## config.mk

```make
export PLATFORM = sky130hd
export DESIGN_NAME = xbar_config_top
export DESIGN_NICKNAME = d
export VERILOG_FILES = /design/src/verilog/xbar_pkg.sv /design/src/verilog/xbar_bus_decode.sv /design/src/verilog/xbar_shift_sequencer.sv /design/src/verilog/xbar_program_status.sv /design/src/verilog/xbar_config_top.sv
export VERILOG_INCLUDE_DIRS = /design/src /design/src/verilog
export SDC_FILE = /design/constraint.sdc
export NUM_CORES = 1
export LEC_CHECK = 0
export BUFFER_PORTS_ARGS = -buffer_cell sky130_fd_sc_hd__buf_2
export CAP_MARGIN = 20
export CELL_PAD_IN_SITES_DETAIL_PLACEMENT = 0
export CELL_PAD_IN_SITES_GLOBAL_PLACEMENT = 1
export CORE_ASPECT_RATIO = 0.6
export CORE_MARGIN = 2
export CORE_UTILIZATION = 54
export DETAILED_ROUTE_END_ITERATION = 6
export PLACE_DENSITY = 0.85
export SYNTH_ARGS = -nofsm -noshare
export SYNTH_HDL_FRONTEND = slang
export SYNTH_SLANG_ARGS = --single-unit
export TNS_END_PERCENT = 100
```

## constraint.sdc

```tcl
create_clock -name sclk -period 5.9 [get_ports sclk]
set_input_delay 1.18 -clock sclk [delete_from_list [all_inputs] [get_ports sclk]]
set_output_delay 1.18 -clock sclk [all_outputs]
set_load 0.005 [all_outputs]
```

## src/verilog/xbar_defs.svh

```systemverilog
`ifndef XBAR_DEFS_SVH
`define XBAR_DEFS_SVH

// ----------------------------------------------------------------------
// configuration image size
// ----------------------------------------------------------------------

// 16 words of 32 bits
`define XBAR_WORDS 16

// serial bits per programming run
`define XBAR_BITS 512

// ----------------------------------------------------------------------
// register offsets within the bus page
// ----------------------------------------------------------------------

`define XBAR_CMD_OFS    8'h20   // command, nonzero starts a run
`define XBAR_STATUS_OFS 8'h21   // busy, overrun, run count
`define XBAR_ID_OFS     8'h09   // fixed id, read only

// id value, reads a bit like "XbaR"
`define XBAR_ID_VALUE 16'h7ba2

`endif

```

## src/verilog/xbar_pkg.sv

```systemverilog
package xbar_pkg;

  // ----------------------------------------------------------------------
  // shift sequencer states
  // ----------------------------------------------------------------------
  typedef enum logic [2:0] {
    idle         = 3'd0,  // waiting for prog_req
    load         = 3'd1,  // sin settles, xbar_clock low
    pulse_clk    = 3'd2,  // xbar_clock high, shift on exit
    load_shift   = 3'd3,  // fetch next 32-bit word
    pulse_pclk   = 3'd4,  // pclk low for one cycle
    wait_release = 3'd5   // prog_ack high until req drops
  } seq_state_t;

  // ----------------------------------------------------------------------
  // decoded bus operation for the current cycle
  // ----------------------------------------------------------------------
  typedef enum logic [2:0] {
    none      = 3'd0,  // no access to this page
    wr_config = 3'd1,  // write to one of the config words
    wr_cmd    = 3'd2,  // write to the command register
    rd_id     = 3'd3,  // read of the id register
    rd_status = 3'd4,  // read of the status register
    rd_other  = 3'd5   // read of an unmapped offset
  } bus_op_t;

endpackage

```

## src/verilog/xbar_bus_decode.sv

```systemverilog
`include "xbar_defs.svh"

module xbar_bus_decode #(
  parameter logic [7:0] POSITION = 8'h00  // upper address byte we answer on
) (
  input  logic              sclk,
  input  logic              reset,
  input  logic              cmd_bus_enable,
  input  logic              cmd_bus_wr,
  input  logic              re,
  input  logic [15:0]       cmd_bus_addr,
  input  logic [31:0]       cmd_bus_data,
  output logic [15:0]       data_out,
  input  logic [3:0]        cfg_index,   // word the sequencer is loading
  output logic [31:0]       cfg_word,
  output logic              prog_req,
  input  logic              prog_ack,
  output xbar_pkg::bus_op_t bus_op,
  input  logic [15:0]       status_word
);

  logic        page_hit;
  logic [7:0]  offset;
  logic [31:0] cfg_mem [`XBAR_WORDS];  // 16 x 32 = 512 config bits
  logic [31:0] command;

  assign page_hit = cmd_bus_enable && (cmd_bus_addr[15:8] == POSITION);
  assign offset   = cmd_bus_addr[7:0];

  // ----------------------------------------------------------------------
  // page and offset decode, writes win over reads
  // ----------------------------------------------------------------------
  always_comb begin
    bus_op = xbar_pkg::none;
    if (page_hit && cmd_bus_wr) begin
      if (offset == `XBAR_CMD_OFS)
        bus_op = xbar_pkg::wr_cmd;
      else if (offset[7:4] == 4'h0)  // offsets 0x00..0x0f hold the words
        bus_op = xbar_pkg::wr_config;
    end else if (page_hit && re) begin
      case (offset)
        `XBAR_ID_OFS:     bus_op = xbar_pkg::rd_id;
        `XBAR_STATUS_OFS: bus_op = xbar_pkg::rd_status;
        default:          bus_op = xbar_pkg::rd_other;
      endcase
    end
  end

  // config word file, written from the bus, read by the sequencer
  always_ff @(posedge sclk) begin
    if (bus_op == xbar_pkg::wr_config)
      cfg_mem[cmd_bus_addr[3:0]] <= cmd_bus_data;
  end

  assign cfg_word = cfg_mem[cfg_index];  // combinational read port

  // ----------------------------------------------------------------------
  // command register and request side of the handshake
  // ----------------------------------------------------------------------
  always_ff @(posedge sclk) begin
    if (reset) begin
      command  <= '0;
      prog_req <= 1'b0;
    end else begin
      if (prog_req && prog_ack) begin
        command  <= '0;    // run done, clear command
        prog_req <= 1'b0;  // and release the request
      end else begin
        if (bus_op == xbar_pkg::wr_cmd && !prog_req)
          command <= cmd_bus_data;  // dropped while a run is pending
        if (command != '0 && !prog_ack)
          prog_req <= 1'b1;  // no new request until ack has fallen
      end
    end
  end

  // registered read mux, one cycle latency
  always_ff @(posedge sclk) begin
    if (reset)
      data_out <= '0;
    else begin
      case (bus_op)
        xbar_pkg::rd_id:     data_out <= `XBAR_ID_VALUE;
        xbar_pkg::rd_status: data_out <= status_word;
        default:             data_out <= '0;  // unmapped, other page, no read
      endcase
    end
  end

  // request is only withdrawn after the sequencer acknowledged
  a_req_held: assert property (@(posedge sclk) disable iff (reset)
    $fell(prog_req) |-> $past(prog_ack))
    else $error("prog_req fell without prog_ack");

endmodule

```

## src/verilog/xbar_shift_sequencer.sv

```systemverilog
`include "xbar_defs.svh"

module xbar_shift_sequencer (
  input  logic        sclk,
  input  logic        reset,
  input  logic        prog_req,
  output logic        prog_ack,
  output logic [3:0]  cfg_index,
  input  logic [31:0] cfg_word,
  output logic        busy,
  output logic        xbar_clock,  // bit clock to the matrix
  output logic        pclk,        // active low, one pulse sets the switches
  output logic        sin          // serial data, msb first
);

  xbar_pkg::seq_state_t state;
  xbar_pkg::seq_state_t state_nxt;
  logic [8:0]           bit_cnt;    // bits already shifted out
  logic [31:0]          shift_reg;
  logic                 last_bit;
  logic                 word_end;

  assign last_bit = (bit_cnt == 9'(`XBAR_BITS - 1));
  assign word_end = (bit_cnt[4:0] == 5'h1f);  // 32nd bit of a word

  // ----------------------------------------------------------------------
  // next state
  // ----------------------------------------------------------------------
  always_comb begin
    state_nxt = state;
    case (state)
      xbar_pkg::idle: begin
        if (prog_req)
          state_nxt = xbar_pkg::load;
      end
      xbar_pkg::load:
        state_nxt = xbar_pkg::pulse_clk;
      xbar_pkg::pulse_clk: begin
        if (last_bit)
          state_nxt = xbar_pkg::pulse_pclk;
        else if (word_end)
          state_nxt = xbar_pkg::load_shift;
        else
          state_nxt = xbar_pkg::load;
      end
      xbar_pkg::load_shift:
        state_nxt = xbar_pkg::load;
      xbar_pkg::pulse_pclk:
        state_nxt = xbar_pkg::wait_release;
      xbar_pkg::wait_release: begin
        if (!prog_req)
          state_nxt = xbar_pkg::idle;  // four-phase close
      end
      default:
        state_nxt = xbar_pkg::idle;
    endcase
  end

  // ----------------------------------------------------------------------
  // state, bit counter and shift register
  // ----------------------------------------------------------------------
  always_ff @(posedge sclk) begin
    if (reset) begin
      state     <= xbar_pkg::idle;
      bit_cnt   <= '0;
      shift_reg <= '0;  // keeps sin low out of reset
    end else begin
      state <= state_nxt;
      case (state)
        xbar_pkg::idle: begin
          bit_cnt <= '0;
          if (prog_req)
            shift_reg <= cfg_word;  // word 0
        end
        xbar_pkg::pulse_clk: begin
          shift_reg <= {shift_reg[30:0], 1'b0};  // next bit up top
          if (!last_bit)
            bit_cnt <= bit_cnt + 9'd1;
        end
        xbar_pkg::load_shift:
          shift_reg <= cfg_word;  // index already advanced by bit_cnt
        xbar_pkg::pulse_pclk:
          bit_cnt <= '0;
        default: ;
      endcase
    end
  end

  assign cfg_index  = bit_cnt[8:5];  // 32 bits per word
  assign sin        = shift_reg[31];
  assign xbar_clock = (state == xbar_pkg::pulse_clk);
  assign pclk       = (state != xbar_pkg::pulse_pclk);
  assign prog_ack   = (state == xbar_pkg::wait_release);
  assign busy       = prog_req || (state != xbar_pkg::idle);

  // pclk low only right after the final xbar_clock, never with it
  a_pclk_after_clk: assert property (@(posedge sclk) disable iff (reset)
    !pclk |-> (!xbar_clock && $past(xbar_clock)))
    else $error("pclk pulse not right after last xbar_clock");

  // counter stops at the last bit and the run ends there
  a_cnt_stop: assert property (@(posedge sclk) disable iff (reset)
    (state == xbar_pkg::pulse_clk && last_bit) |=>
      (state == xbar_pkg::pulse_pclk && bit_cnt == 9'(`XBAR_BITS - 1)))
    else $error("bit counter ran past the last bit");

endmodule

```

## src/verilog/xbar_program_status.sv

```systemverilog
module xbar_program_status (
  input  logic              sclk,
  input  logic              reset,
  input  xbar_pkg::bus_op_t bus_op,
  input  logic              prog_req,
  input  logic              prog_ack,
  input  logic              busy,
  output logic [15:0]       status_word
);

  logic        ack_q;    // prog_ack one cycle late
  logic        ack_rise;
  logic [13:0] run_cnt;  // finished runs, saturates
  logic        overrun;  // sticky until reset

  assign ack_rise = prog_ack && !ack_q;

  // ----------------------------------------------------------------------
  // run count and overrun flag
  // ----------------------------------------------------------------------
  always_ff @(posedge sclk) begin
    if (reset) begin
      ack_q   <= 1'b0;
      run_cnt <= '0;
      overrun <= 1'b0;
    end else begin
      ack_q <= prog_ack;

      // one ack edge per finished run
      if (ack_rise && run_cnt != '1)
        run_cnt <= run_cnt + 14'd1;

      // command written while a run is still pending
      if (bus_op == xbar_pkg::wr_cmd && prog_req)
        overrun <= 1'b1;
    end
  end

  // bit 15 busy, bit 14 overrun, 13:0 run count
  assign status_word = {busy, overrun, run_cnt};

endmodule

```

## src/verilog/xbar_config_top.sv

```systemverilog
module xbar_config_top #(
  parameter logic [7:0] POSITION = 8'h00  // bus page of this controller
) (
  input  logic        sclk,
  input  logic        reset,
  input  logic        cmd_bus_enable,
  input  logic        cmd_bus_wr,
  input  logic        re,
  input  logic [15:0] cmd_bus_addr,
  input  logic [31:0] cmd_bus_data,
  output logic [15:0] data_out,
  output logic        busy,
  output logic        xbar_clock,  // matrix side
  output logic        pclk,
  output logic        sin
);

  logic [3:0]        cfg_index;
  logic [31:0]       cfg_word;
  logic              prog_req;    // decode -> sequencer
  logic              prog_ack;    // sequencer -> decode
  xbar_pkg::bus_op_t bus_op;
  logic [15:0]       status_word;

  // ----------------------------------------------------------------------
  // bus side, word file and handshake request
  // ----------------------------------------------------------------------
  xbar_bus_decode #(
    .POSITION (POSITION)
  ) i_decode (
    .sclk           (sclk),
    .reset          (reset),
    .cmd_bus_enable (cmd_bus_enable),
    .cmd_bus_wr     (cmd_bus_wr),
    .re             (re),
    .cmd_bus_addr   (cmd_bus_addr),
    .cmd_bus_data   (cmd_bus_data),
    .data_out       (data_out),
    .cfg_index      (cfg_index),
    .cfg_word       (cfg_word),
    .prog_req       (prog_req),
    .prog_ack       (prog_ack),
    .bus_op         (bus_op),
    .status_word    (status_word)
  );

  // serial stream to the switch matrix
  xbar_shift_sequencer i_sequencer (
    .sclk       (sclk),
    .reset      (reset),
    .prog_req   (prog_req),
    .prog_ack   (prog_ack),
    .cfg_index  (cfg_index),
    .cfg_word   (cfg_word),
    .busy       (busy),
    .xbar_clock (xbar_clock),
    .pclk       (pclk),
    .sin        (sin)
  );

  // status word for readback
  xbar_program_status i_status (
    .sclk        (sclk),
    .reset       (reset),
    .bus_op      (bus_op),
    .prog_req    (prog_req),
    .prog_ack    (prog_ack),
    .busy        (busy),
    .status_word (status_word)
  );

endmodule

```

==> flow_summary.ini <==
[routing]
viasPerCell = 6.48
drt_iter0_markers = 1916
remaining_drc_errors = 0
dr.pass1.iters = 5
ant_nets = 0
vias = 13263
drt_wl_total_um = 56800
post_drt_wl_per_cell_um = 27.8

[cells_and_area]
seqCellArea_sq_mm = 0.0176
multi_input_area_sq_mm = 0.00610
area_delta_synth_final_pct = 12.7
largest_register_ffs = 512
finish.utilization = 0.622
diodes = 0
finalNonFillerCells = 2047
nets = 1480
drive_gt1_frac = 0.256
fillCellCount = 3043

[global_routing]
grt.total_usage = 0.249
overflow = 0
grt_max_degree = 106
grt_pass1_wl_um = 85500
antenna_found_initial = 1
grt_pass1_vias = 13021

[critical_path]
required_ps = 6140
critPathLaunchType = primary input
critPathCaptureType = flop
worstPathMaxFanout = 37
critical_path_class = in -> reg
worstPathArrival_ps = 4020

[place]
io_buffers = 72
dp_cells = 1943
hpwl_um = 33900
place_congestion = 0.817
post-place-ws_ps = 1550

[yosys]
ys.flop_type = edfxtp_1
synth_area_leaders = edfxtp_1, mux4_2, dfxtp_1
synth_cells = 1350
synth_seq_cells = 625
synth.most_common_cell = edfxtp_1
avgSynthCellArea_sq_um = 17.9
synth_cell_type_count = 56
yosysSeqAreaShare = 0.731
synth_top_area_frac = 0.637
synth_area_leader_cell = edfxtp_1
async_flop_share = 0
yosys_warnings = 0
syn_nets = 1407
synth_top_cells_by_count = edfxtp_1, mux4_2, dfxtp_1
synth-edff-count = 512
syn_area_sq_mm = 0.0241

[status]
status = completed

[power_and_ir_drop]
switching_share = 0.196
power_leakage_nw = 8.34
ir_drop_mv = 0.243
finalPower_w = 0.00850
pwr-share-clk = 0.425
internal_power_w = 0.00683
combPwrFrac = 0.015
power_density_mw_per_mm2 = 312
pwr-share-seq = 0.560
power.switching_w = 0.00167

[timing]
slew_violations = 0
relSlewSlack = 0.302
max_freq_ghz = 0.265
finalCritPeriodShare = 0.641
skew_ps = 16.3
hold_viol_final = 0
worst_pin_slew_ps = 1040
rsz0062_at_grt = false
tns_ps = 0
setup_viol = 0
worst_slack_ps = 2120
period_needed_ps = 3780

[floorplanning]
die_h_um = 168
io_pins = 73
fp.dieW_um = 277
core_sq_mm = 0.0437
die_area_sq_mm = 0.0465
std_cell_rows = 59
start_util = 0.552

[cts]
cts_made_buffers = 53
h-tree-depth = 2
cts-resized-gates = 0
clkTransAtPathRegs_ps = 60
worstSkewPairLatency_ps = 580
cts.path.max_buffers = 3
clockRootBuffer = clkbuf_16
cts_tree = built
cts_hold_buf = 0
clock_sinks = 625
cts_setup_buffers = 0

[worst_hold_path]
hp-class = reg -> reg

[job]
drv_cap = 0
## routing by layer
metal  share of wire  GRT usage  vias up
li1                -          -     5629
met1            0.43      0.393     6865
met2            0.45      0.367      699
met3            0.10     0.0476       70
met4           0.015     0.0480        0
met5               0          0        -
## power by group through the flow
stage / logic (W) / registers, W / clock network (W)
final: 0.000125 / 0.00476 / 0.00361
after global routing: 0.000133 / 0.00476 / 0.00383
after CTS: 0.000124 / 0.00476 / 0.00364
after detailed placement: 0.000124 / 0.00486 / 0
after global placement: 0.000119 / 0.00486 / 0
after floorplan: 0.0000228 / 0.00486 / 0
## area by class of cell
class                      instances  area share
sequential                       625       0.649
multi-input combinational        602       0.224
clock buffer                      68      0.0547
timing repair buffer             105      0.0290
tap                              579      0.0266
clock inverter                    32      0.0116
inverter                          36     0.00497
## worst max-delay path, cell delays in order
cell	delay [ps]
buf_2	90
or4_1	630
nor3_4	150
buf_4	390
nand4b_1	470
nor3_4	640
buf_4	430
## kinds of logic after synthesis
kind of cell             count (synthesis)  synth area share
AO/OA/AOI/OAI                          216            0.0538
XOR/XNOR                                 4           0.00145
adder cells (fa/ha/maj)                  4           0.00207
buffers and inverters                  123            0.0229
flip-flops                             625             0.731
multiplexers                           161             0.134
AND/OR/NAND/NOR                        217            0.0553
## cells in the final DEF (no fill, tap or decap), types with 4 or more instances in the layout
| master | Yosys | final |
|---|---|---|
| nand2_1 | 17 | 17 |
| bufinv_16 | 0 | 6 |
| clkbuf_16 | 0 | 57 |
| o21ai_1 | 30 | 30 |
| buf_12 | 0 | 8 |
| inv_1 | 36 | 38 |
| mux2i_1 | 4 | 4 |
| o221ai_1 | 31 | 31 |
| o311ai_0 | 4 | 4 |
| nor2_4 | 0 | 12 |
| nand3_1 | 19 | 19 |
| clkinv_1 | 0 | 8 |
| dfxtp_1 | 113 | 110 |
| or4_1 | 10 | 10 |
| mux2_2 | 31 | 31 |
| buf_2 | 28 | 72 |
| nand2b_1 | 8 | 8 |
| ha_1 | 4 | 4 |
| edfxtp_1 | 512 | 512 |
| clkbuf_1 | 46 | 9 |
| nor3_1 | 11 | 8 |
| clkinv_2 | 0 | 10 |
| a21oi_1 | 93 | 92 |
| nor4_1 | 8 | 8 |
| nor2_1 | 54 | 42 |
| mux4_2 | 126 | 126 |
| nor3b_1 | 11 | 10 |
| nand4b_1 | 35 | 35 |
| buf_4 | 1 | 21 |
| o22ai_1 | 31 | 31 |
| o31ai_1 | 8 | 7 |
| and3_1 | 5 | 5 |
| buf_16 | 0 | 4 |
| nand4_1 | 9 | 9 |
| o21ai_0 | 10 | 8 |
| and4_1 | 5 | 5 |
## path summary, 6_finish.rpt
| path | startpoint | endpoint | slack, ps | cells past startpoint |
|---|---|---|---|---|
| setup / recovery | cmd_bus_addr[4] | i_decode.cfg_mem[2][22] | 2120 | 7 |
| hold / removal | i_decode.command[19] | i_decode.command[19] | 480 | 2 |
| setup reg to reg | flop | i_sequencer.shift_reg[4] | 3030 | 5 |
| hold reg to reg | i_decode.command[19] | i_decode.command[19] | 480 | 2 |
## metrics by stage
step / instance area (sq um) / hold WS (ps)
CTS: 27100 / 479
detailed placement: 25300 / 469
global route: 27200 / 490
floorplan: 24100 / 436
finish: 27200 / 481
global placement: 25200 / 462
No activity file was read; power rests on OpenSTA's default activity.
